<file path="src/cpc_exp_pkg.sv">
// Shared definitions for the expansion glue
//   RAM address union with flat and ROM page views
//   ROM page numbers for base and bad-extension ROMs
//   Cartridge entry points and paging port
//   I/O port bytes and shadow RAM store addresses

package cpc_exp_pkg;

	////////////////////////////////////////
	// External RAM address

	typedef union packed {
		logic [22:0] flat;
		struct packed {
			logic        rom;     // Upper half of RAM holds ROM pages
			logic  [7:0] page;
			logic [13:0] offset;  // 16 KB inside a page
		} fields;
	} ram_addr_u;

	////////////////////////////////////////
	// ROM pages

	localparam logic [8:0] ROM_PAGE_OS     = 9'h000;
	localparam logic [8:0] ROM_PAGE_BASIC  = 9'h100;
	localparam logic [8:0] ROM_PAGE_AMSDOS = 9'h107;
	localparam logic [8:0] ROM_PAGE_MF2    = 9'h1FF;
	localparam logic [8:0] ROM_PAGE_BAD    = 9'h1EE;  // Unused page for a malformed extension

	localparam logic [4:0] ROM_IDX_TAPE = 5'd4;  // First index that is not a ROM

	////////////////////////////////////////
	// Cartridge

	localparam logic [15:0] MF2_NMI_ADDR  = 16'h0066;
	localparam logic [15:0] MF2_HIDE_ADDR = 16'h0065;
	localparam logic [13:0] MF2_PORT_BASE = 14'h3FBA;  // FEE8 and FEEA

	// Upper port bytes
	localparam logic [7:0] PORT_GA        = 8'h7F;
	localparam logic [7:0] PORT_CRTC_SEL  = 8'hBC;
	localparam logic [7:0] PORT_CRTC_DATA = 8'hBD;
	localparam logic [7:0] PORT_PPI       = 8'hF7;
	localparam logic [7:0] PORT_ROMSEL    = 8'hDF;

	// Where each write-only register lands in cartridge RAM
	localparam logic [12:0] SHADOW_PEN_IDX   = 13'h1FCF;
	localparam logic [12:0] SHADOW_BORDER    = 13'h1FDF;
	localparam logic [12:0] SHADOW_PEN_BASE  = 13'h1F90;  // Plus pen 0..15
	localparam logic [12:0] SHADOW_MODE      = 13'h1FEF;
	localparam logic [12:0] SHADOW_BANK      = 13'h1FFF;
	localparam logic [12:0] SHADOW_CRTC_SEL  = 13'h1CFF;
	localparam logic [12:0] SHADOW_CRTC_BASE = 13'h1DB0;  // Plus CRTC register 0..15
	localparam logic [12:0] SHADOW_PPI       = 13'h17FF;
	localparam logic [12:0] SHADOW_ROMSEL    = 13'h1AAC;

endpackage

</file>
<file path="src/rom_page_map.sv">
// Loaded ROM page map
//   One bit per ROM page, set by the loader
//   Registered read mask for CPU ROM reads

`timescale 1ns/1ps

module rom_page_map import cpc_exp_pkg::*; (
	input  logic       clk_sys,
	input  logic       reset,
	input  logic       page_set,
	input  logic [7:0] page_set_idx,
	input  ram_addr_u  ram_a,
	input  logic       mf2_disable,
	output logic       rom_mask
);

	logic [255:0] loaded = '0;  // One bit per ROM page
	logic         ff_page;

	assign ff_page = &ram_a.fields.page;  // Cartridge ROM page

	always_ff @(posedge clk_sys) begin
		if (page_set)
			loaded[page_set_idx] <= 1'b1;
	end

	always_ff @(posedge clk_sys) begin
		if (reset)
			rom_mask <= 1'b0;
		else
			rom_mask <= ram_a.fields.rom &
				(~loaded[ram_a.fields.page] | (ff_page & mf2_disable));
	end

endmodule

</file>
<file path="config.mk">
export PLATFORM = sky130hd
export DESIGN_NAME = rom_page_map
export DESIGN_NICKNAME = d
export VERILOG_FILES = /design/src/cpc_exp_pkg.sv /design/src/rom_page_map.sv
export SDC_FILE = /design/constraint.sdc
export NUM_CORES = 1
export LEC_CHECK = 0
export ABC_AREA = 1
export BUFFER_PORTS_ARGS = -buffer_cell sky130_fd_sc_hd__buf_2
export CORE_AREA = 3 3 126 176
export CTS_BUF_LIST = sky130_fd_sc_hd__clkbuf_8 sky130_fd_sc_hd__clkbuf_16
export CTS_CLUSTER_DIAMETER = 100
export DETAILED_ROUTE_END_ITERATION = 10
export DIE_AREA = 0 0 129 179
export PLACE_DENSITY = 0.85
export SETUP_SLACK_MARGIN = 0.05
export SLEW_MARGIN = 10
export SYNTH_ARGS = -nofsm -noshare
export SYNTH_HDL_FRONTEND = slang
export SYNTH_SLANG_ARGS = --single-unit
export TNS_END_PERCENT = 10
</file>
<file path="constraint.sdc">
create_clock -name clk_sys -period 3.25 [get_ports clk_sys]
set_input_delay 0.65 -clock clk_sys [delete_from_list [all_inputs] [get_ports clk_sys]]
set_output_delay 0.65 -clock clk_sys [all_outputs]
set_load 0.03 [all_outputs]
</file>
Yosys cells after proc, flatten, opt, wreduce, memory -nomap -nowiden --
Index checks and enable logic that the tools add are counted.
Cells by class: magnitude comparators 3, multiplexer cells 4, bitwise gates (word level) 5, reduce and logical (&&, ||, !) cells 2
Operator list (count):
- $or 256x256->256 | 1
- $lt 8x9->1 const B | 2
- $bmux 1 s8 | 1
- $demux 1 s8 | 1
- $ge 8x1->1 const B | 1
- $reduce_and 8->1 | 1
- $and 1x1->1 | 2
- $mux 1 | 2
- $logic_and 1x1->1 | 1
- $not 1->1 | 1
- $or 1x1->1 | 1
Word-level totals: bits in registers 257, input bits 35, output and inout port bits 1, logic and storage cells 16

Depth between registers and ports, before layout --
Gate-level depths: netlist of the first run.
word-level depth 5, depth in mapped cells 17, depth with buffers taken out 15

Worst setup path before layout of the first run --
No wires, ideal clock.
kind in2reg, start point input ram_a[15] (netlist name), end point register rom_mask, arrival time 1.786 ns, required time 3.134 ns, slack 1.348 ns, stages 12, buffers on the path 2, cell sequence buf_2 -> inv_2 -> clkbuf_1 -> o211ai_1 -> nand3_1 -> nand3_1 -> a21oi_1 -> nor2_1 -> nand2_1 -> nand3_1 -> nand2_1 -> a21oi_1
Between the ends: word-level cells in the longest chain between the ends 5, elaborated cells on any way between the ends 7
RTL lines:
- start: declaration | RTL line rom_page_map.sv:12 | input ram_addr_u ram_a,
- $bmux 1 s8 | RTL line rom_page_map.sv:32 | (~loaded[ram_a.fields.page] | (ff_page & mf2_disable));
- $mux 1 (implied by the code) | RTL line rom_page_map.sv:32
- $not 1->1 | RTL line rom_page_map.sv:32
- $or 1x1->1 (*) | RTL line rom_page_map.sv:32
- $and 1x1->1 (*) | RTL line rom_page_map.sv:31 | rom_mask <= ram_a.fields.rom &
- end signal: assignment | RTL line rom_page_map.sv:31
- end: declaration | RTL line rom_page_map.sv:14 | output logic rom_mask
Mark *: on every way between the ends. The rest lies on a longest branch, timed or not. The select of a mux whose other input is x is not followed. A chain may end at the register's enable or synchronous reset.

Worst setup path after layout of the first run --
start point input ram_a[14] (netlist name), end point register rom_mask
The elaborated chain is that of the path after synthesis.

==> impl_metrics.json, run 1 <==
{
  "startpoint_type": "input pin",
  "seqCellArea_mm2": 0.007707,
  "wl_per_cell_um": 19.71,
  "status": "finished, final reports clean",
  "multiInputGateArea_mm2": 0.003852,
  "clkSinkCount": 257,
  "dieHeight_um": 179,
  "setup_viol": 0,
  "die_x_um": 129,
  "critPathMaxStageDelay_ns": 0.35,
  "fin_nets": 1348,
  "whs_ns": 0.3831,
  "fin_skew_ns": 0.01157,
  "cp-end-kind": "flip-flop",
  "drc": 0,
  "ioPinCount": 36,
  "path_class": "input pin to flip-flop",
  "hold_buffers": 0,
  "cts_resized": 0,
  "crit_chain": "buf_6 > buf_12 > nand2_1 > nand3_1 > nand3_1 > nand3_1 > nand2_1 > nand2_1 > nand2_1 > nor2_1 > nand2_1 > nand3_1 > nand2_1 > a21oi_1",
  "finalWeightedCongestion": 0.8550,
  "rsz0062_at_grt": "false",
  "p_leak_nw": 5.540,
  "overflow": 0,
  "io_buffer_count": 21,
  "ys_warn_count": 0,
  "wl_mm": 31.25,
  "synth_top_cell_by_area": "edfxtp_1",
  "grt_pass1_wl_mm": 49.49,
  "ys_seq_area_share_pct": 60.39,
  "ys_types": 21,
  "dp.cells": 1543,
  "stdcell_count": 1586,
  "grt_pass1_vias": 9593,
  "cts_tree": "done",
  "cp_common_cell": "nand2_1",
  "antennaDiodeCount": 0,
  "ctsRootBufferMaster": "clkbuf_16",
  "power_density_mw_per_mm2": 539.7,
  "numCtsBuffers": 24,
  "tightest_slew_ns": 0.9201,
  "maxSlewViolCount": 0,
  "synth-seq-cells": 257,
  "vias_per_cell": 6.175,
  "drt_iter0_markers": 1598,
  "hold_violations": 0,
  "syn_inst": 1329,
  "max_freq_mhz": 447.6,
  "htree_levels": 1,
  "post-cts-setup-buffers": 0,
  "post-route-util_pct": 66.67,
  "drive_above_1_share_pct": 5.263,
  "dpl.hpwl_mm": 18.38,
  "cp_max_fo": 81,
  "antenna_found_initial": 0,
  "crit_slowest_cell": "buf_6",
  "min-delay-path-class": "input pin to flip-flop",
  "synthTopCellsByArea": "edfxtp_1 (60%), o21ai_0 (8.5%), nand2_1 (7.6%), inv_1 (6.1%), o21bai_1 (4.5%)",
  "clk_path_buf_depth": 3,
  "insertion_delay_ns": 0.52,
  "firstDrtPassIters": 6,
  "synth_top_area_share_pct": 60.24,
  "grt_use_total_pct": 27.25,
  "syn_avg_cell_area_um2": 9.603,
  "min_period_ns": 2.234,
  "setup_tns_ns": 0,
  "start_util_pct": 61.85,
  "fillers": 1525,
  "grt_max_degree": 87,
  "syn-cell-area_mm2": 0.01276,
  "final_antenna_net_count": 0,
  "dieArea_mm2": 0.02309,
  "fp-row-count": 62,
  "cp_data_required_time_ns": 3.69,
  "maxCapViolations": 0,
  "synthToLayoutAreaGrowth_pct": 7.794,
  "syn_nets": 1364,
  "core_area_mm2": 0.02063,
  "slew_headroom_pct": 38.51,
  "critPathArrivalTime_ns": 2.68,
  "ir_drop_v": 0.0004050,
  "clk_pin_slew_ns": 0.06,
  "vias": 9793,
  "fin_crit_sh_pct": 68.74
}
placed cells by master (no fill, tap or decap), drive strengths merged, types with 26 or more instances in the layout:
master / count
inv: 216
buf: 38
o21bai: 77
nor2: 26
nand2: 259
edfxtp: 256
o211ai: 41
o21ai: 221
nand3: 112
a21oi: 42
per-stage QoR:
stage	total power [mW]	setup WS (ns)	cell area [um^2]
after global placement	4.626	0.6857	12980
final	7.425	1.016	13760
after global routing	7.663	0.8648	13760
after CTS	7.420	1.113	13760
after floorplan	4.413	1.348	12760
after detailed placement	4.662	0.6462	12980
area by class of cell:
type,instances,area share [%]
Clock buffer,25,4.548
Clock inverter,18,1.073
Inverter,211,5.757
Multi-Input combinational cell,781,28.00
Sequential cell,257,56.03
Tap cell,256,2.328
Timing Repair Buffer,38,2.265
cell families after synthesis:
logic type / after synthesis / synth area share (%)
simple gates: 399 / 12.87
flops: 257 / 60.39
buf+inv: 291 / 9.422
compound gates: 382 / 17.31
path summary, 6_finish.rpt:
kind,from,to,slack [ns],cells after the start
worst min-delay path,reset,rom_mask,0.38,4
worst min register to register,loaded[165],loaded[165],0.53,2
worst max register to register,loaded[243],rom_mask,1.53,13
worst max-delay path,ram_a[14],rom_mask,1.02,14
critical path: cells and delay by family:
family	cells	cell delay, ns
compound gates	1	0.15
simple gates	11	1.10
buf+inv	2	0.70
power breakdown:
part / total (mW) / switching, mW / internal (mW)
logic: 0.692 / 0.486 / 0.206
registers: 3.92 / 0.0599 / 3.86
clock network: 2.81 / 1.19 / 1.62
total: 7.42 / 1.74 / 5.68
per-layer routing:
metal  global-route usage (%)  vias to the layer above  wire length [um]
met3                    3.636                       88              2993
met5                        0                        -                 0
li1                         -                     4502                 -
met2                    44.92                      593             15260
met1                    35.56                     4610             11470
met4                    13.53                        0              1525
Yosys cell counts (all sizes together):
cell,n
nand2,259
clkinv,1
o21bai,77
edfxtp,256
a21oi,42
nor2,26
a21boi,1
o21ai,221
nor3,2
nand3,112
buf,40
o211ai,41
dfxtp,1
clkbuf,40
inv,210
flip-flops by register name (all words and copies together) (netlist names):
| name | count |
|---|---|
| loaded | 256 |
| rom_mask | 1 |
(Power assumes the default switching activity.)
==> run 2, diff against run 1 <==
--- a/config.mk
+++ b/config.mk
@@ -5,13 +5,13 @@
 export SDC_FILE = /design/constraint.sdc
 export NUM_CORES = 1
 export LEC_CHECK = 0
-export ABC_AREA = 1
+export ABC_AREA = 0
 export BUFFER_PORTS_ARGS = -buffer_cell sky130_fd_sc_hd__buf_2
-export CORE_AREA = 3 3 126 176
+export CORE_AREA = 3 3 123 173
 export CTS_BUF_LIST = sky130_fd_sc_hd__clkbuf_8 sky130_fd_sc_hd__clkbuf_16
 export CTS_CLUSTER_DIAMETER = 100
 export DETAILED_ROUTE_END_ITERATION = 10
-export DIE_AREA = 0 0 129 179
+export DIE_AREA = 0 0 126 176
 export PLACE_DENSITY = 0.85
 export SETUP_SLACK_MARGIN = 0.05
 export SLEW_MARGIN = 10
==> constraint.sdc (replaced) <==
create_clock -name clk_sys -period 2.1 [get_ports clk_sys]
set_input_delay 0.42 -clock clk_sys [delete_from_list [all_inputs] [get_ports clk_sys]]
set_output_delay 0.42 -clock clk_sys [all_outputs]
set_load 0.03 [all_outputs]
==> impl_metrics.json, run 2 <==
{
  "wl_mm": 30.20,
  "clkPwrFrac_pct": 36.2,
  "fillers": 1196,
  "ff2ff_setup_slack_ns": -0.05,
  "hold_start": "ram_a[21]",
  "synth-seq-cells": 257,
  "wl_per_cell_um": 27.81,
  "maxCapViolations": 0,
  "grt_max_degree": 60,
  "max_freq_mhz": 465.1,
  "tightest_slew_ns": 1.162,
  "synth_ff_type": "edfxtp_1",
  "clk_pin_slew_ns": 0.07,
  "overflow": 0,
  "path_class": "flip-flop to flip-flop",
  "post-route-util_pct": 70.21,
  "grt_pass1_vias": 7976,
  "numCtsBuffers": 25,
  "ys_async_sr_fraction_pct": 0,
  "clk_path_buf_depth": 3,
  "slew_headroom_pct": 22.25,
  "grt_pass1_wl_mm": 46.79,
  "p_leak_nw": 6.015,
  "r2r-end": "rom_mask",
  "mostFrequentLayoutCells": "a21o_1 (256), edfxtp_1 (256), mux4_2 (62)",
  "yosys.area_share.simple_pct": 2.951,
  "synth_xor_xnor_area_share_pct": 0,
  "violations": "negative setup slack",
  "cts_tree": "done",
  "fin_nets": 853,
  "whs_path_depth": 3,
  "maxSlewViolCount": 0,
  "ys_types": 43,
  "clkSinkCount": 257,
  "top_register": "loaded",
  "top_regs": "loaded (256), rom_mask (1)",
  "drc": 0,
  "setup_viol": 1,
  "comb_power_share_pct": 10.0,
  "critPathArrivalTime_ns": 2.60,
  "fin_crit_sh_pct": 102.4,
  "ir_drop_v": 0.0005591,
  "cp-end-kind": "flip-flop",
  "start_util_pct": 61.53,
  "status": "finished, violations left",
  "p_seq_share_pct": 53.8,
  "antenna_found_initial": 2,
  "fin_ws_ns": -0.05022,
  "insertion_delay_ns": 0.52,
  "power_density_mw_per_mm2": 819.1,
  "startpoint_type": "flip-flop",
  "p_sw_mw": 2.594,
  "htree_levels": 1,
  "syn-cell-area_mm2": 0.01221,
  "fin_skew_ns": 0.01368,
  "setup_tns_ns": -0.05022,
  "syn_avg_cell_area_um2": 16.28,
  "synth_fa_ha_area_share_pct": 0,
  "cp_data_required_time_ns": 2.55,
  "synth_mux_area_share_pct": 14.54,
  "hold_violations": 0,
  "ctsRootBufferMaster": "clkbuf_16",
  "drt_iter0_markers": 1192,
  "vias": 7742,
  "finalWeightedCongestion": 0.8725,
  "synthTopCellsByArea": "edfxtp_1 (63%), a21o_1 (16%), mux4_2 (11%), mux2i_1 (1.7%), mux4_1 (1.3%)",
  "synth_top_cell_by_area": "edfxtp_1",
  "stdcell_count": 1086,
  "min-delay-path-class": "input pin to flip-flop",
  "syn_inst": 750,
  "ys_seq_area_share_pct": 63.12,
  "vias_per_cell": 7.129,
  "dieHeight_um": 176,
  "core_area_mm2": 0.01984,
  "dpl.hpwl_mm": 19.58,
  "dp.cells": 1042,
  "firstDrtPassIters": 6,
  "largest_reg_flops": 256,
  "syn_nets": 785,
  "final_antenna_net_count": 0,
  "synth_compound_area_share_pct": 17.07,
  "dieArea_mm2": 0.02218,
  "cp_max_fo": 2,
  "whs_ns": 0.2827,
  "synth_top_family_by_area": "compound AO/OA/AOI/OAI gates",
  "ys_warn_count": 0,
  "min_period_ns": 2.150,
  "rr_worst_depth": 6,
  "synth_top_area_share_pct": 62.96,
  "synthTopCellsByCount": "a21o_1 (256), edfxtp_1 (256), mux4_2 (61)",
  "synthToLayoutAreaGrowth_pct": 14.11,
  "ioPinCount": 36,
  "grt_use_total_pct": 27.27,
  "drive_above_1_share_pct": 24.52,
  "min_to": "rom_mask",
  "io_buffer_count": 21,
  "r2r_start": "loaded[131]",
  "sw_frac_of_total_pct": 22.73,
  "synth_edf_count": 256,
  "rsz0062_at_grt": "true",
  "die_x_um": 126,
  "fp-row-count": 61,
  "p_int_mw": 8.819
}
-- run 2: cells by family after synthesis --
group | after synthesis
AND/OR/NAND/NOR | 70
AO/OA/AOI/OAI | 277
flip-flops | 257
multiplexers | 91
buffers and inverters | 55
-- run 2: how the worst max path moves through the flow --
stage	startpoint	to	depth (start not counted)
2_1_floorplan	ram_a[15]	rom_mask	7
3_3_place_gp	ram_a[14]	rom_mask	7
3_5_place_dp	ram_a[14]	rom_mask	7
4_1_cts	loaded[143]	rom_mask	6
5_1_grt	loaded[143]	rom_mask	6
6_report	loaded[131]	rom_mask	6
-- run 2: area by class of cell --
type | instances | area (um^2) | area share [%]
multi-input combinational | 438 | 4289 | 30.78
antenna | 2 | 5.005 | 0.03592
clock inverter | 16 | 98.84 | 0.7094
sequential | 257 | 7707 | 55.32
timing repair buffer | 95 | 888.4 | 6.376
tap | 252 | 315.3 | 2.263
clock buffer | 25 | 625.6 | 4.490
inverter | 1 | 3.754 | 0.02694
-- run 2: worst max-delay path: stages, from the launching register on --
cell,delay [ns]
edfxtp_1,0.41
mux4_2,0.48
mux4_2,0.49
nor2b_4,0.15
a31oi_4,0.19
o311ai_2,0.15
a22oi_2,0.22
-- run 2: power groups by stage --
stage / registers [mW] / logic, mW / clock network, mW
4_1_cts: 6.14 / 1.12 / 4.14
2_1_floorplan: 6.19 / 0.668 / 0
3_5_place_dp: 6.25 / 1.11 / 0
5_1_grt: 6.17 / 1.20 / 4.36
3_3_place_gp: 6.21 / 1.06 / 0
6_report: 6.14 / 1.14 / 4.13
-- run 2: what timing repair did --
| action | CTS | global route |
|---|---|---|
| cloned | 0 | 0 |
| pin swaps | 1 | 2 |
| setup endpoints to repair | 1 | 1 |
| hold endpoints to repair | 0 | 0 |
| buffers inserted | 1 | 0 |
| gates resized for setup | 1 | 5 |
| hold buffers | 0 | 0 |
-- run 2: through the flow --
| stage | worst slack [ns] | power, mW | cell area, um^2 |
|---|---|---|---|
| floorplan | 0.03750 | 6.857 | 12240 |
| global placement | -0.3443 | 7.266 | 13170 |
| detailed placement | -0.3955 | 7.355 | 13170 |
| CTS | -0.05462 | 11.40 | 13900 |
| global route | -0.1106 | 11.73 | 13930 |
| finish | -0.05022 | 11.41 | 13930 |
-- run 2: routing by layer --
layer  track usage [%]  up-vias  part of all wire, %
li1                  -     3181                    -
met1             36.39     3952                   35
met2             45.36      483                   51
met3             4.358      124                  9.3
met4             11.18        2                  4.6
met5                 0        -                0.026
==> run 3, diff against run 2 <==
==> constraint.sdc (replaced) <==
create_clock -name clk_sys -period 2.51 [get_ports clk_sys]
set_input_delay 0.502 -clock clk_sys [delete_from_list [all_inputs] [get_ports clk_sys]]
set_output_delay 0.502 -clock clk_sys [all_outputs]
set_load 0.03 [all_outputs]
==> impl_metrics.json, run 3 (synthesis gave the netlist of run 2 again) <==
{
  "start_util_pct": 61.53,
  "final_antenna_net_count": 0,
  "fin_ws_ns": 0.2216,
  "wl_per_cell_um": 28.01,
  "hold_buffers": 0,
  "maxSlewViolCount": 0,
  "firstDrtPassIters": 5,
  "overflow": 0,
  "post-cts-setup-buffers": 0,
  "placed_area_mm2": 0.01299,
  "final_area_mm2": 0.01368,
  "drive_above_1_share_pct": 22.32,
  "path_class": "flip-flop to flip-flop",
  "slew_headroom_pct": 13.86,
  "vias": 7565,
  "core_area_mm2": 0.01984,
  "cts_tree": "done",
  "die_x_um": 126,
  "min_period_ns": 2.288,
  "fin_nets": 838,
  "dieHeight_um": 176,
  "cp_data_required_time_ns": 2.97,
  "htree_levels": 1,
  "setup_tns_ns": 0,
  "min-delay-path-class": "input pin to flip-flop",
  "tightest_slew_ns": 1.287,
  "power_density_mw_per_mm2": 683.7,
  "largest_reg_flops": 256,
  "p_leak_nw": 5.900,
  "clkSinkCount": 257,
  "drc": 0,
  "grt_use_total_pct": 27.09,
  "grt_max_degree": 57,
  "grt_pass1_wl_mm": 46.04,
  "insertion_delay_ns": 0.53,
  "whs_ns": 0.3189,
  "ioPinCount": 36,
  "antenna_found_initial": 3,
  "cts_resized": 0,
  "startpoint_type": "flip-flop",
  "clk_pin_slew_ns": 0.07,
  "ctsRootBufferMaster": "clkbuf_16",
  "wl_mm": 30.08,
  "dieArea_mm2": 0.02218,
  "vias_per_cell": 7.044,
  "io_buffer_count": 21,
  "fin_crit_sh_pct": 91.17,
  "dp_slack_ns": -0.07299,
  "ir_drop_v": 0.0005304,
  "stdcell_count": 1074,
  "rsz0062_at_grt": "false",
  "fin_skew_ns": 0.03081,
  "grt_pass1_vias": 7889,
  "synthToLayoutAreaGrowth_pct": 12.02,
  "maxCapViolations": 0,
  "fp-row-count": 61,
  "critPathArrivalTime_ns": 2.75,
  "numCtsBuffers": 23,
  "clk_path_buf_depth": 3,
  "top_register": "loaded",
  "finalWeightedCongestion": 0.9134,
  "hold_violations": 0,
  "setup_viol": 0,
  "post-route-util_pct": 68.93,
  "mostFrequentLayoutCells": "a21o_1 (256), edfxtp_1 (256), mux4_2 (61)",
  "p_total_mw": 9.351,
  "drt_iter0_markers": 989,
  "status": "finished, final reports clean",
  "dp.cells": 1030,
  "max_freq_mhz": 437.0,
  "dpl.hpwl_mm": 19.54,
  "top_regs": "loaded (256), rom_mask (1)",
  "cp-end-kind": "flip-flop",
  "cp_max_fo": 2
}
## run 3: cell types whose count changed in the layout (fill, tap and decap cells not counted), sizes merged
cell,delta
clkbuf,-2
inv,+1
buf,-13
clkinv,+2
## run 3: routing by layer
metal | GRT usage (%) | vias to the layer above | wire [um]
met1 | 35.15 | 3835 | 10740
met2 | 43.85 | 461 | 15030
met3 | 6.174 | 106 | 2855
met5 | 0 | - | 7
met4 | 12.88 | 2 | 1444
li1 | - | 3161 | -
## run 3: final timing paths
| check | from | to | slack, ns | cells after the start |
|---|---|---|---|---|
| setup reg to reg | loaded[137] | rom_mask | 0.22 | 6 |
| hold reg to reg | loaded[211] | loaded[211] | 0.52 | 1 |
| setup / recovery | loaded[137] | rom_mask | 0.22 | 6 |
| hold / removal | ram_a[21] | rom_mask | 0.32 | 3 |
## run 3: area by class of cell
cell class	instances	area (um^2)
Sequential cell	257	7707
Fill cell	1233	6166
Multi-Input combinational cell	438	4263
Timing Repair Buffer	82	703.2
Clock buffer	23	575.6
Tap cell	252	315.3
Clock inverter	19	105.1
Antenna cell	2	5.005
Inverter	1	3.754
## run 3: critical path: stages (launching register included)
cell	delay [ns]
edfxtp_1	0.40
mux4_1	0.53
mux4_2	0.48
nor2b_1	0.14
a31oi_1	0.32
o311ai_1	0.17
a22oi_2	0.20
## run 3: power breakdown
part / switching, mW / total [mW] / leakage, nW / internal (mW)
logic: 0.478 / 0.919 / 3.03 / 0.441
registers: 0.134 / 5.14 / 2.51 / 5.01
clock network: 1.53 / 3.29 / 0.356 / 1.76
total: 2.14 / 9.35 / 5.90 / 7.21
