--- src/cpc_exp_pkg.sv ---
// Shared definitions for the expansion glue
//   RAM address union with flat and ROM page views
//   ROM page numbers for base and bad-extension ROMs
//   Cartridge entry points and paging port
//   I/O port bytes and shadow RAM store addresses

package cpc_exp_pkg;

	////////////////////////////////////////
	// External RAM address

	typedef union packed {
		logic [22:0] flat;
		struct packed {
			logic        rom;     // Upper half of RAM holds ROM pages
			logic  [7:0] page;
			logic [13:0] offset;  // 16 KB inside a page
		} fields;
	} ram_addr_u;

	////////////////////////////////////////
	// ROM pages

	localparam logic [8:0] ROM_PAGE_OS     = 9'h000;
	localparam logic [8:0] ROM_PAGE_BASIC  = 9'h100;
	localparam logic [8:0] ROM_PAGE_AMSDOS = 9'h107;
	localparam logic [8:0] ROM_PAGE_MF2    = 9'h1FF;
	localparam logic [8:0] ROM_PAGE_BAD    = 9'h1EE;  // Unused page for a malformed extension

	localparam logic [4:0] ROM_IDX_TAPE = 5'd4;  // First index that is not a ROM

	////////////////////////////////////////
	// Cartridge

	localparam logic [15:0] MF2_NMI_ADDR  = 16'h0066;
	localparam logic [15:0] MF2_HIDE_ADDR = 16'h0065;
	localparam logic [13:0] MF2_PORT_BASE = 14'h3FBA;  // FEE8 and FEEA

	// Upper port bytes
	localparam logic [7:0] PORT_GA        = 8'h7F;
	localparam logic [7:0] PORT_CRTC_SEL  = 8'hBC;
	localparam logic [7:0] PORT_CRTC_DATA = 8'hBD;
	localparam logic [7:0] PORT_PPI       = 8'hF7;
	localparam logic [7:0] PORT_ROMSEL    = 8'hDF;

	// Where each write-only register lands in cartridge RAM
	localparam logic [12:0] SHADOW_PEN_IDX   = 13'h1FCF;
	localparam logic [12:0] SHADOW_BORDER    = 13'h1FDF;
	localparam logic [12:0] SHADOW_PEN_BASE  = 13'h1F90;  // Plus pen 0..15
	localparam logic [12:0] SHADOW_MODE      = 13'h1FEF;
	localparam logic [12:0] SHADOW_BANK      = 13'h1FFF;
	localparam logic [12:0] SHADOW_CRTC_SEL  = 13'h1CFF;
	localparam logic [12:0] SHADOW_CRTC_BASE = 13'h1DB0;  // Plus CRTC register 0..15
	localparam logic [12:0] SHADOW_PPI       = 13'h17FF;
	localparam logic [12:0] SHADOW_ROMSEL    = 13'h1AAC;

endpackage

--- src/rom_loader.sv ---
// ROM download mapper
//   Extension decode to an expansion page
//   Base ROM slot table
//   Byte write sequencer with single or dual bank writes

`timescale 1ns/1ps

module rom_loader import cpc_exp_pkg::*; (
	input  logic        clk_sys,
	input  logic        reset,
	input  logic        ioctl_download,
	input  logic  [7:0] ioctl_index,
	input  logic [15:0] ioctl_file_ext,
	input  logic [24:0] ioctl_addr,
	input  logic  [7:0] ioctl_dout,
	input  logic        ioctl_wr,
	output logic        ioctl_wait,
	output logic        boot_wr,
	output ram_addr_u   boot_a,
	output logic        boot_bank,
	output logic  [7:0] boot_dout,
	output logic        rom_loading,
	output logic        page_set,
	output logic  [7:0] page_set_idx
);

	logic        busy;          // Byte in flight
	logic        dual;          // Bank 1 write still to do
	logic        old_download;
	logic  [8:0] exp_page;      // Page latched at download start
	logic  [8:0] ext_page;
	logic  [4:0] dig_hi;
	logic  [4:0] dig_lo;
	logic  [8:0] base_page;
	logic        is_exp;
	logic        first_bank;
	logic        slot_ok;
	ram_addr_u   target;

	// Valid flag and value of one hex character
	function automatic logic [4:0] hex_digit(input logic [7:0] c);
		logic [4:0] d;
		d = 5'd0;
		if (c >= "0" && c <= "9")
			d = {1'b1, c[3:0]};
		else if (c >= "A" && c <= "F")
			d = {1'b1, c[3:0] + 4'd9};
		return d;
	endfunction

	assign rom_loading = ioctl_download && (ioctl_index[4:0] < ROM_IDX_TAPE);
	assign is_exp      = (ioctl_index != 8'd0);
	assign slot_ok     = is_exp || (ioctl_addr[24:14] < 11'd8);
	assign ioctl_wait  = busy;
	assign boot_wr     = busy;   // Every busy cycle is one RAM write

	always_comb begin
		dig_hi   = hex_digit(ioctl_file_ext[15:8]);
		dig_lo   = hex_digit(ioctl_file_ext[7:0]);
		ext_page = ROM_PAGE_BAD;
		if (dig_hi[4])
			ext_page[7:4] = dig_hi[3:0];
		if (dig_lo[4])
			ext_page[3:0] = dig_lo[3:0];
		if (ioctl_file_ext == "ZZ")
			ext_page = 9'h000;
	end

	////////////////////////////////////////
	// Target of the current byte

	always_comb begin
		case (ioctl_addr[15:14])
			2'd0: base_page = ROM_PAGE_OS;
			2'd1: base_page = ROM_PAGE_BASIC;
			2'd2: base_page = ROM_PAGE_AMSDOS;
			default: base_page = ROM_PAGE_MF2;
		endcase
		target.fields.offset = ioctl_addr[13:0];
		if (is_exp) begin
			target.fields.rom  = exp_page[8];
			target.fields.page = exp_page[7:0] + ioctl_addr[21:14];
			first_bank         = &ioctl_index[7:6];
		end else begin
			{target.fields.rom, target.fields.page} = base_page;
			first_bank = ioctl_addr[16];    // Slots 4..7 go to bank 1
		end
	end

	////////////////////////////////////////
	// Write sequencer

	always_ff @(posedge clk_sys) begin
		old_download <= ioctl_download;
		if (reset) begin
			busy     <= 1'b0;
			dual     <= 1'b0;
			page_set <= 1'b0;
		end else begin
			page_set <= 1'b0;
			if (ioctl_download && !old_download && is_exp)
				exp_page <= ext_page;

			if (busy) begin
				if (dual) begin
					dual      <= 1'b0;
					boot_bank <= 1'b1;  // Repeat into the second bank
				end else begin
					busy         <= 1'b0;
					page_set     <= boot_a.fields.rom;
					page_set_idx <= boot_a.fields.page;
				end
			end else if (rom_loading && ioctl_wr && slot_ok) begin
				busy      <= 1'b1;
				dual      <= (ioctl_index[7:6] == 2'b01 || |ioctl_index[5:0]) && !first_bank;
				boot_a    <= target;
				boot_bank <= first_bank;
				boot_dout <= ioctl_dout;
			end
		end
	end

endmodule

--- config.mk ---
export PLATFORM = sky130hd
export DESIGN_NAME = rom_loader
export DESIGN_NICKNAME = d
export VERILOG_FILES = /design/src/cpc_exp_pkg.sv /design/src/rom_loader.sv
export SDC_FILE = /design/constraint.sdc
export NUM_CORES = 1
export LEC_CHECK = 0
export BUFFER_PORTS_ARGS = -buffer_cell sky130_fd_sc_hd__clkbuf_2
export CAP_MARGIN = 5
export CORE_MARGIN = 2
export CORE_UTILIZATION = 40
export CTS_BUF_LIST = sky130_fd_sc_hd__clkbuf_8
export CTS_CLUSTER_DIAMETER = 40
export DETAILED_ROUTE_END_ITERATION = 12
export PLACE_DENSITY = 0.79
export RECOVER_POWER = 50
export SKIP_CTS_REPAIR_TIMING = 1
export SLEW_MARGIN = 20
export SYNTH_ARGS = -nofsm -noshare
export SYNTH_HDL_FRONTEND = slang
export SYNTH_SLANG_ARGS = --single-unit
--- constraint.sdc ---
create_clock -name clk_sys -period 4.3 [get_ports clk_sys]
set_clock_uncertainty 0.05 [all_clocks]
set_input_delay 0.215 -clock clk_sys [delete_from_list [all_inputs] [get_ports clk_sys]]
set_output_delay 0.215 -clock clk_sys [all_outputs]
set_load 0.05 [all_outputs]
Yosys cells after proc, flatten, opt, wreduce, memory -nomap -nowiden
Cells that the tools add are included.
Cells by class
  mux-type cells: 16
  shifts and indexed selects: 0
  multipliers: 0
  add/subtract/negate cells: 3
  eq/ne operators: 5
  $lt $le $gt $ge: 10
  bitwise logic cells: 5
  reduce and logical (&&, ||, !) cells: 27
  divide/modulo/power cells: 0
Operators with widths (count)
  $pmux 9 s3: 1
  $mux 5: 4
  $mux 9: 2
  $eq 16x15->1 const B: 1
  $ge 8x6->1 const B: 2
  $ge 8x7->1 const B: 2
  $le 8x6->1 const B: 2
  $le 8x7->1 const B: 2
  $lt 11x4->1 const B: 1
  $logic_and 1x1->1: 10
  $reduce_and 3->1: 3
  $add 4x4->4 const B: 2
  $add 8x8->8: 1
  $mux 4: 2
  $reduce_bool 8->1: 1
  $mux 1: 7
  $reduce_or 2->1: 3
  $reduce_or 6->1: 1
  $lt 5x3->1 const B: 1
  $not 1->1: 5
  $eq 2x1->1 const B: 2
  $reduce_and 2->1: 2
  $reduce_or 3->1: 1
  $eq 2x2->1 const B: 1
  other kinds (5): 7
Storage, ports and cells
  flip-flop bits (word level): 53
  bits in writable memories: 0
  bits of input ports: 61
  memories: 0
  output and inout bits: 44
  logic and storage cells: 78
  memory bits (read-only): 0
  bits in latches: 0

Depth between registers and ports, before layout
Gate-level depths: netlist (run 1).
  word-level depth: 6
  gate-level depth with buffers: 7
  gate-level depth less buffers: 6

Least setup slack after synthesis (run 1)
Ideal clock, no wire load.
  path kind: input to register
  from: input ioctl_index[3]
  to: register boot_a[0] in the netlist's numbering, enable pin
  arrival: 3193 ps
  path slack: 599 ps
  required time: 3792 ps
  path buffers: 0
  setup time: 458 ps
  stages: 3
  path through: or3_2 > a211o_2 > nor3_1
On the way
  longest elaborated chain between the ends: 5
  elaborated cells on any way between the ends: 7
  classes of those cells: order compare: 1; reduce/logical: 6
Ends and longest elaborated chain
  from (decl): RTL line rom_loader.sv:12  | input logic [7:0] ioctl_index,
  $lt 5x3->1: RTL line rom_loader.sv:51  | assign rom_loading = ioctl_download && (ioctl_index[4:0] < ROM_IDX_TAPE);
  $logic_and 1x1->1: RTL line rom_loader.sv:51
  $logic_and 1x1->1: RTL line rom_loader.sv:113  | end else if (rom_loading && ioctl_wr && slot_ok) begin
  $logic_and 1x1->1 *: RTL line rom_loader.sv:113
  $reduce_and 3->1 (no line) *
  to (signal assigned): RTL line rom_loader.sv:116  | boot_a <= target;
  to (decl): RTL line rom_loader.sv:19  | output ram_addr_u boot_a,
Mark *: on every way between the ends. The rest lies on a longest branch, timed or not.
A chain may end at the register's enable or synchronous reset.

==> results of run 1 <==
-- final cells by class --
| cell class | instances | share of cell area |
|---|---|---|
| clock buffers | 5 | 0.02147 |
| inverters | 8 | 0.009368 |
| flip-flops and latches | 53 | 0.4840 |
| repair buffers | 106 | 0.1514 |
| clock inverters | 3 | 0.008197 |
| well taps | 75 | 0.02927 |
| multi-input cells | 127 | 0.2963 |
-- cell families after synthesis --
family | synth area share
compound gates | 0.1228
xor+xnor | 0.01734
fa+ha+maj | 0.08222
buf+inv | 0.01634
flops | 0.6142
mux | 0.008420
simple gates | 0.1387
-- report_power, final --
| part | switching [W] | total, W | internal (W) |
|---|---|---|---|
| logic | 0.0000620 | 0.000112 | 0.0000499 |
| registers | 0.00000223 | 0.000570 | 0.000568 |
| clock network | 0.000169 | 0.000288 | 0.000119 |
-- path summary, 6_finish.rpt --
kind / slack, ns / depth (start not counted) / endpoint / start
min reg2reg: 0.41 / 0 / page_set_idx[2]$_DFFE_PP_ / boot_a[16]$_DFFE_PP_
min: 0.02 / 1 / boot_a[9]$_DFFE_PP_ / ioctl_addr[9]
max: 2.03 / 6 / boot_a[20]$_DFFE_PP_ / exp_page[0]$_SDFFCE_PP0P_
max reg2reg: 2.03 / 6 / boot_a[20]$_DFFE_PP_ / exp_page[0]$_SDFFCE_PP0P_
-- routing by layer --
metal  vias to the layer above  part of all wire  wire length (um)  global-route usage
met1                       880              0.41              2144              0.1734
met3                         6             0.065               341             0.03066
met5                         -                 0                 0                   0
met2                        80              0.50              2631              0.2617
met4                         0             0.021               112             0.07918
li1                        970                 -                 -                   -
-- cell usage in the layout (no fill, tap or decap), types with 3 or more instances in the layout --
master,count
inv_1,8
nor3b_1,3
nor2_1,11
a211oi_1,4
nor4_1,5
dfxtp_1,4
a21oi_1,7
clkbuf_1,42
o21ai_0,11
ha_1,15
nand2_1,15
clkbuf_8,5
xnor2_1,3
clkbuf_2,62
and2_1,3
nand3_1,3
edfxtp_1,49
-- stage by stage --
stage	cells	setup slack [ns]
after CTS	376	2.030
after global routing	377	1.913
after detailed placement	368	2.005
after global placement	368	2.045
final	377	2.035
after floorplan	190	0.5991
-- sequential cells by signal, summed over array words and instances (netlist names) --
| name | count |
|---|---|
| boot_a | 23 |
| exp_page | 9 |
| boot_dout | 8 |
| page_set_idx | 8 |
| boot_bank | 1 |
| boot_wr | 1 |
| dual | 1 |
| old_download | 1 |
| page_set | 1 |
-- synth_stat cells (2+ instances only) --
cell | instances | area [um2]
xnor2_1 | 3 | 26.28
nor4_1 | 5 | 31.28
a311o_1 | 2 | 20.02
nor3b_1 | 4 | 30.03
inv_1 | 8 | 30.03
nand2b_1 | 2 | 12.51
o31ai_1 | 2 | 15.01
ha_1 | 15 | 187.7
and2_1 | 3 | 18.77
xor2_1 | 2 | 17.52
o311ai_0 | 2 | 17.52
dfxtp_1 | 4 | 80.08
and4_1 | 2 | 17.52
nand3_1 | 3 | 15.01
a21o_1 | 2 | 15.01
o21bai_1 | 2 | 15.01
or4_4 | 2 | 22.52
a21oi_1 | 7 | 35.03
nand2_1 | 15 | 56.30
nand4bb_1 | 2 | 22.52
a211oi_1 | 4 | 30.03
nor3_1 | 3 | 15.01
o21ai_0 | 11 | 55.05
edfxtp_1 | 49 | 1471
nor2_1 | 11 | 41.29
a31oi_1 | 2 | 12.51
-- worst max-delay path, stage by stage (launching register included) --
cell      delay, ns
edfxtp_1       0.37
ha_1           0.22
fa_1           0.42
a211oi_1       0.27
nor2_1         0.10
or4_2          0.61
nand3_1        0.10
==> results.yml, run 1 <==
route:
  dr.pass1.iters: 4
  vias: 1936
  wl_um: 5230
  drc: 0
  viasPerCell: 5.135
  ant_nets: 0
  drt-wirelength-per-cell_um: 13.87
  drt-initial-drc-count: 167
worst_setup_path:
  end_kind: "flip-flop"
  worst-path-max-fanout: 3
  critical_path_class: "reg -> reg"
  cp.arrival_ns: 2.39
  start_kind: "flip-flop"
  crit_required_ns: 4.43
floorplan:
  chipWidth_um: 83.47
  fp-row-count: 28
  core_um2: 6026
  dieHeight_um: 83.47
  initial_core_util: 0.4192
  dieArea_um2: 6967
  ios: 105
clocking:
  clock_latency_ns: 0.31
  cts.path.max_buffers: 2
  cts_root_buf: "clkbuf_8"
  htree_levels: 2
  cts_num_sinks: 53
  cts_inserted_buffers: 5
  cts_tree: "done"
  clk_pin_slew_ns: 0.10
layout:
  final_util: 0.5320
  final_area_um2: 3206
  drive_gt1_frac: 0.2815
  diodes: 0
  multi_input_area_um2: 949.7
  fillerInstances: 539
  areaGrowthSynthToFinish_pct: 26.89
  nets: 378
  regArea_um2: 1551
status:
  status: "finished, final reports clean"
logic_synthesis:
  yosysSeqAreaShare: 0.6142
  ys_types: 49
  synth_edf_count: 49
  synthArstFlopShare: 0
  syn_area_um2: 2526
  synthFlopType: "edfxtp_1"
  synth_fp_nets: 267
  synth_seq_cells: 53
  ys_warn_count: 0
  avgSynthCellArea_um2: 13.30
  syn_inst: 190
timing:
  holdWs_ns: 0.02167
  final-max-slew-violation-count: 0
  final_hold_viol_count: 0
  worstMarginPinSlew_ns: 0.9532
  fmax_mhz: 441.4
  setup_tns_ns: 0
  setup_viol: 0
  slew_headroom: 0.3629
  min_period_ns: 2.265
  post-route-period-util: 0.5269
  rsz0062_at_grt: "false"
global_route:
  grt_pass1_wl_um: 8445
  grt_pass1_vias: 1916
  gr-total-overflow: 0
  gr-usage-all-layers: 0.1500
  antenna_found_initial: 0
  grt_max_degree: 32
power_and_ir_drop:
  power_w: 0.0009700
  leakage_nw: 1.246
  vdd_ir_drop_max_v: 0.0001698
  power_per_cell_area_nw_per_um2: 302.6
flow_run:
  drv_cap: 0
place:
  place_area_um2: 3148
  io_buffers: 104
  place_hpwl_um: 4057
  finalWeightedCongestion: 0.8982
min_path:
  hold_path_class: "in -> reg"
(Power assumes the default switching activity.)
==> run 2: changes to the inputs <==
--- a/config.mk
+++ b/config.mk
@@ -12,7 +12,7 @@
 export CTS_BUF_LIST = sky130_fd_sc_hd__clkbuf_8
 export CTS_CLUSTER_DIAMETER = 40
 export DETAILED_ROUTE_END_ITERATION = 12
-export PLACE_DENSITY = 0.79
+export PLACE_DENSITY = 0.81
 export RECOVER_POWER = 50
 export SKIP_CTS_REPAIR_TIMING = 1
 export SLEW_MARGIN = 20
==> constraint.sdc (replaced) <==
create_clock -name clk_sys -period 2.04 [get_ports clk_sys]
set_clock_uncertainty 0.05 [all_clocks]
set_input_delay 0.102 -clock clk_sys [delete_from_list [all_inputs] [get_ports clk_sys]]
set_output_delay 0.102 -clock clk_sys [all_outputs]
set_load 0.05 [all_outputs]
==> run 2 against run 1 <==
Hold slack better by 0.056 ns. Core utilization up 5.8 points. Power up 130%. Via count up 8.2%. Final area up 11%. Sequential cell count unchanged. Non-clock buffer count up 29. Global-route usage up 0.59 points. Combinational power rose to 2.6 times the previous value. Highest routed layer unchanged.
==> results.yml, run 2 (synthesized netlist as in run 1, its figures left out) <==
timing:
  final_hold_viol_count: 0
  slew_headroom: 0.5827
  post-route-period-util: 0.9594
  final-max-slew-violation-count: 0
  fin_ws_ns: 0.08291
  fmax_mhz: 511.0
  setup_viol: 0
  setup_tns_ns: 0
  worstMarginPinSlew_ns: 0.6286
  min_period_ns: 1.957
  rsz0062_at_grt: "true"
worst_setup_path:
  ff2ff_path_depth: 7
  critical_path_class: "reg -> reg"
  cp_cell_sequence: "ha_4 -> fa_2 -> a211oi_2 -> nor2_1 -> buf_4 -> o2111ai_2 -> nand3_2"
  rrSetupSlack_ns: 0.08
  start_kind: "flip-flop"
  end_kind: "flip-flop"
  crit_slowest_cell: "edfxtp_1"
  cpPeakStageDelay_ns: 0.42
  r2r_start: "exp_page[0]$_SDFFCE_PP0P_"
  reg2reg_to: "boot_a[20]$_DFFE_PP_"
  cp.arrival_ns: 1.97
  worst-path-max-fanout: 3
  crit_required_ns: 2.05
layout:
  regArea_um2: 1551
  largest_register_ffs: 23
  drive_gt1_frac: 0.2900
  fillerInstances: 516
  areaGrowthSynthToFinish_pct: 40.71
  reg.largest.list: "boot_a x23, exp_page x9"
  top_register: "boot_a"
  final_common_cell: "clkbuf_2"
  diodes: 0
  multi_input_area_um2: 996.0
  layout_common_cells: "62 x clkbuf_2, 49 x edfxtp_1, 42 x clkbuf_1, 23 x dlygate4sd3_1, 15 x nand2_1"
  nets: 407
floorplan:
  dieArea_um2: 6967
  chipWidth_um: 83.47
  fp-row-count: 28
  ios: 105
  dieHeight_um: 83.47
  initial_core_util: 0.4192
  core_um2: 6026
clocking:
  htree_levels: 2
  cts.path.max_buffers: 2
  cts_root_buf: "clkbuf_8"
  clk_pin_slew_ns: 0.09
  cts_num_sinks: 53
  cts_tree: "done"
  clock_latency_ns: 0.30
  cts_inserted_buffers: 5
global_route:
  gr-total-overflow: 0
  grt_pass1_wl_um: 8769
  grt_max_degree: 32
  gr-usage-all-layers: 0.1559
  grt_pass1_vias: 1900
  antenna_found_initial: 0
route:
  viasPerCell: 5.160
  drt-wirelength-per-cell_um: 14.33
  drt-initial-drc-count: 132
  dr.pass1.iters: 5
  drc: 0
  ant_nets: 0
  wl_um: 5819
  vias: 2095
flow_run:
  drv_cap: 0
place:
  finalWeightedCongestion: 0.8508
  io_buffers: 104
  place_hpwl_um: 4253
  pre_cts_ws_ns: -0.04217
power_and_ir_drop:
  vdd_ir_drop_max_v: 0.0004110
  power_per_cell_area_nw_per_um2: 618.9
  leakage_nw: 1.396
min_path:
  hold_path_class: "in -> reg"
  min_path_cells: 2
  min_from: "reset"
  holdPathEnd: "boot_wr$_SDFF_PP0_"
status:
  status: "finished, final reports clean"
-- run 2: worst max path at each step --
| stage | startpoint | to | slack [ns] | cells past startpoint |
|---|---|---|---|---|
| detailed placement | exp_page[0]$_SDFFCE_PP0P_ | boot_a[20]$_DFFE_PP_ | -0.04 | 6 |
| finish | exp_page[0]$_SDFFCE_PP0P_ | boot_a[20]$_DFFE_PP_ | 0.08 | 7 |
| global route | exp_page[0]$_SDFFCE_PP0P_ | boot_a[20]$_DFFE_PP_ | -0.05 | 7 |
| floorplan | ioctl_index[3] | boot_a[0]$_DFFE_PP_ | -0.03 | 3 |
| CTS | exp_page[0]$_SDFFCE_PP0P_ | boot_a[20]$_DFFE_PP_ | -0.07 | 6 |
| global placement | exp_page[0]$_SDFFCE_PP0P_ | boot_a[20]$_DFFE_PP_ | 0.03 | 6 |
-- run 2: area by class of cell --
cell class	instances	area share
clock buffers	5	0.01936
clock inverters	3	0.01232
inverters	8	0.008448
multi-input cells	127	0.2802
flip-flops and latches	53	0.4365
well taps	75	0.02640
repair buffers	135	0.2168
-- run 2: critical path: cells and delay by family (launching register included) --
kind                       cells  cell delay [ns]
DFF                            1             0.42
buffers and inverters          1             0.14
and+or+nand+nor                2             0.16
AOI/OAI and AO/OA              2             0.40
adders and majority gates      2             0.53
-- run 2: power breakdown --
part	total, W	switching, W	internal, W	leakage, nW
logic	0.000291	0.000147	0.000144	0.854
clock network	0.000707	0.000339	0.000368	0.0585
registers	0.00120	0.00000470	0.00120	0.484
-- run 2: metal layers --
layer	routed length, um	vias up	global-route usage	share of wire
met1	2330	960	0.1850	0.40
met5	0	-	0	0
met3	368	6	0.03462	0.063
met4	89	0	0.06012	0.015
li1	-	1032	-	-
met2	3030	97	0.2757	0.52
-- run 2: through the flow --
step	area (um2)	hold slack, ns	power [W]	instances	utilization
2_1_floorplan	2561	0.07972	0.001359	190	-
3_3_place_gp	3236	0.1967	0.001462	374	0.5370
3_5_place_dp	3236	0.1960	0.001472	374	0.5370
4_1_cts	3348	-0.1221	0.002179	382	0.5556
5_1_grt	3555	0.08287	0.002300	406	0.5899
6_report	3555	0.07739	0.002200	406	0.5899
==> run 3: changes to the inputs <==
--- a/config.mk
+++ b/config.mk
@@ -6,7 +6,7 @@
 export NUM_CORES = 1
 export LEC_CHECK = 0
 export BUFFER_PORTS_ARGS = -buffer_cell sky130_fd_sc_hd__clkbuf_2
-export CAP_MARGIN = 5
+export CAP_MARGIN = 20
 export CORE_MARGIN = 2
 export CORE_UTILIZATION = 40
 export CTS_BUF_LIST = sky130_fd_sc_hd__clkbuf_8
==> constraint.sdc (replaced) <==
create_clock -name clk_sys -period 1.59 [get_ports clk_sys]
set_clock_uncertainty 0.05 [all_clocks]
set_input_delay 0.0795 -clock clk_sys [delete_from_list [all_inputs] [get_ports clk_sys]]
set_output_delay 0.0795 -clock clk_sys [all_outputs]
set_load 0.05 [all_outputs]
==> run 3 against run 2 <==
The flow now finishes with violations (setup timing). Sequential power grew 28%. Final area is 4.3% higher. Maximum frequency is essentially flat. Global-route usage grew 0.88 points. Die area did not move.
==> results.yml, run 3 (synthesized netlist as in run 1, its figures left out) <==
global_route:
  antenna_found_initial: 0
  grt_pass1_wl_um: 9349
  grt_max_degree: 32
  grt_pass1_vias: 2057
  gr-usage-all-layers: 0.1647
  gr-total-overflow: 0
clocking:
  cts_tree: "done"
  htree_levels: 2
  cts.path.max_buffers: 2
  clk_pin_slew_ns: 0.09
  cts_root_buf: "clkbuf_8"
  clock_latency_ns: 0.30
  cts_inserted_buffers: 5
  cts_num_sinks: 53
power_and_ir_drop:
  p_clk_frac: 0.269
  seqPwrFrac: 0.575
  p_int_w: 0.002057
  vdd_ir_drop_max_v: 0.0004988
  power_w: 0.002681
  p_switching_w: 0.0006241
  swShare: 0.2328
  power_frac_comb: 0.155
  leakage_nw: 1.506
  power_per_cell_area_nw_per_um2: 723.1
timing:
  slew_headroom: 0.5808
  post-route-period-util: 1.232
  final_hold_viol_count: 0
  min_period_ns: 1.958
  rsz0062_at_grt: "true"
  setup_viol: 6
  fmax_mhz: 510.7
  worstMarginPinSlew_ns: 0.6316
  final-max-slew-violation-count: 0
  fin_ws_ns: -0.3682
layout:
  fillerInstances: 488
  stdcell_count: 423
  top_register: "boot_a"
  final_common_cell: "clkbuf_2"
  drive_gt1_frac: 0.3707
  reg.largest.list: "boot_a x23, exp_page x9"
  nets: 424
  diodes: 0
  areaGrowthSynthToFinish_pct: 46.76
  layout_common_cells: "72 x clkbuf_2, 49 x edfxtp_1, 32 x clkbuf_1, 23 x dlygate4sd3_1, 23 x buf_4"
  final_area_um2: 3707
  largest_register_ffs: 23
worst_setup_path:
  cp.arrival_ns: 1.97
  r2r_start: "exp_page[0]$_SDFFCE_PP0P_"
  critical_path_class: "reg -> reg"
  startpoint: "exp_page[0]$_SDFFCE_PP0P_"
  worst-path-max-fanout: 2
  crit_required_ns: 1.60
  start_kind: "flip-flop"
  end_kind: "flip-flop"
flow_run:
  drv_cap: 0
floorplan:
  core_um2: 6026
  dieArea_um2: 6967
  ios: 105
  dieHeight_um: 83.47
  chipWidth_um: 83.47
  fp-row-count: 28
  initial_core_util: 0.4192
route:
  ant_nets: 0
  wl_um: 6148
  drc: 0
  drt-initial-drc-count: 130
  dr.pass1.iters: 6
  vias: 2154
  viasPerCell: 5.092
  drt-wirelength-per-cell_um: 14.53
min_path:
  min_from: "reset"
  hold_path_class: "in -> reg"
place:
  place_area_um2: 3381
  dp.cells: 390
  io_buffers: 104
  place_hpwl_um: 4576
  finalWeightedCongestion: 0.8233
status:
  violations: "setup timing"
  status: "finished with violations"
run 3: layout make-up:
| type | count | area [um2] | share of cell area |
|---|---|---|---|
| flip-flops and latches | 53 | 1553 | 0.4188 |
| multi-input cells | 127 | 1028 | 0.2774 |
| clock inverters | 3 | 18.77 | 0.005062 |
| repair buffers | 152 | 914.6 | 0.2467 |
| clock buffers | 5 | 68.82 | 0.01856 |
| inverters | 8 | 30.03 | 0.008100 |
| well taps | 75 | 93.84 | 0.02531 |
run 3: power groups by stage:
stage                     Sequential (W)  Combinational [W]  Clock, W
after floorplan                  0.00159           0.000158         0
after global placement           0.00157           0.000339         0
after detailed placement         0.00157           0.000353         0
after CTS                        0.00154           0.000355  0.000749
after global routing             0.00154           0.000457  0.000830
final                            0.00154           0.000416  0.000722
run 3: worst paths after layout:
kind / slack, ns / cells after the start / end
min: 0.06 / 2 / boot_wr$_SDFF_PP0_
max: -0.37 / 7 / boot_a[18]$_DFFE_PP_
min reg2reg: 0.41 / 0 / page_set_idx[4]$_DFFE_PP_
max reg2reg: -0.37 / 7 / boot_a[18]$_DFFE_PP_
run 3: layer usage:
layer  vias up  GRT usage  wire length [um]
met1       982     0.2021              2661
met3         6    0.04748               539
li1       1059          -                 -
met4         0    0.06452                83
met5         -          0                 0
met2       107     0.2749              2863
run 3: per-stage QoR:
stage                     hold slack [ns]  setup slack, ns  utilization  TNS [ns]
after CTS                         -0.1427          -0.4285       0.5756    -1.127
after detailed placement           0.1778          -0.4098       0.5610    -8.634
after floorplan                   0.05722          -0.4599            -    -14.80
after global placement             0.1764          -0.3558       0.5610    -7.890
after global routing              0.04744          -0.4292       0.6152    -1.758
final                             0.05990          -0.3682       0.6152    -1.360
run 3: critical path, stage by stage (launching register included):
cell and delay, ns:
edfxtp_1 0.44, ha_4 0.19, fa_2 0.34, buf_4 0.14, buf_6 0.11, a21o_1 0.16, a211oi_2 0.21, o21ai_1 0.07
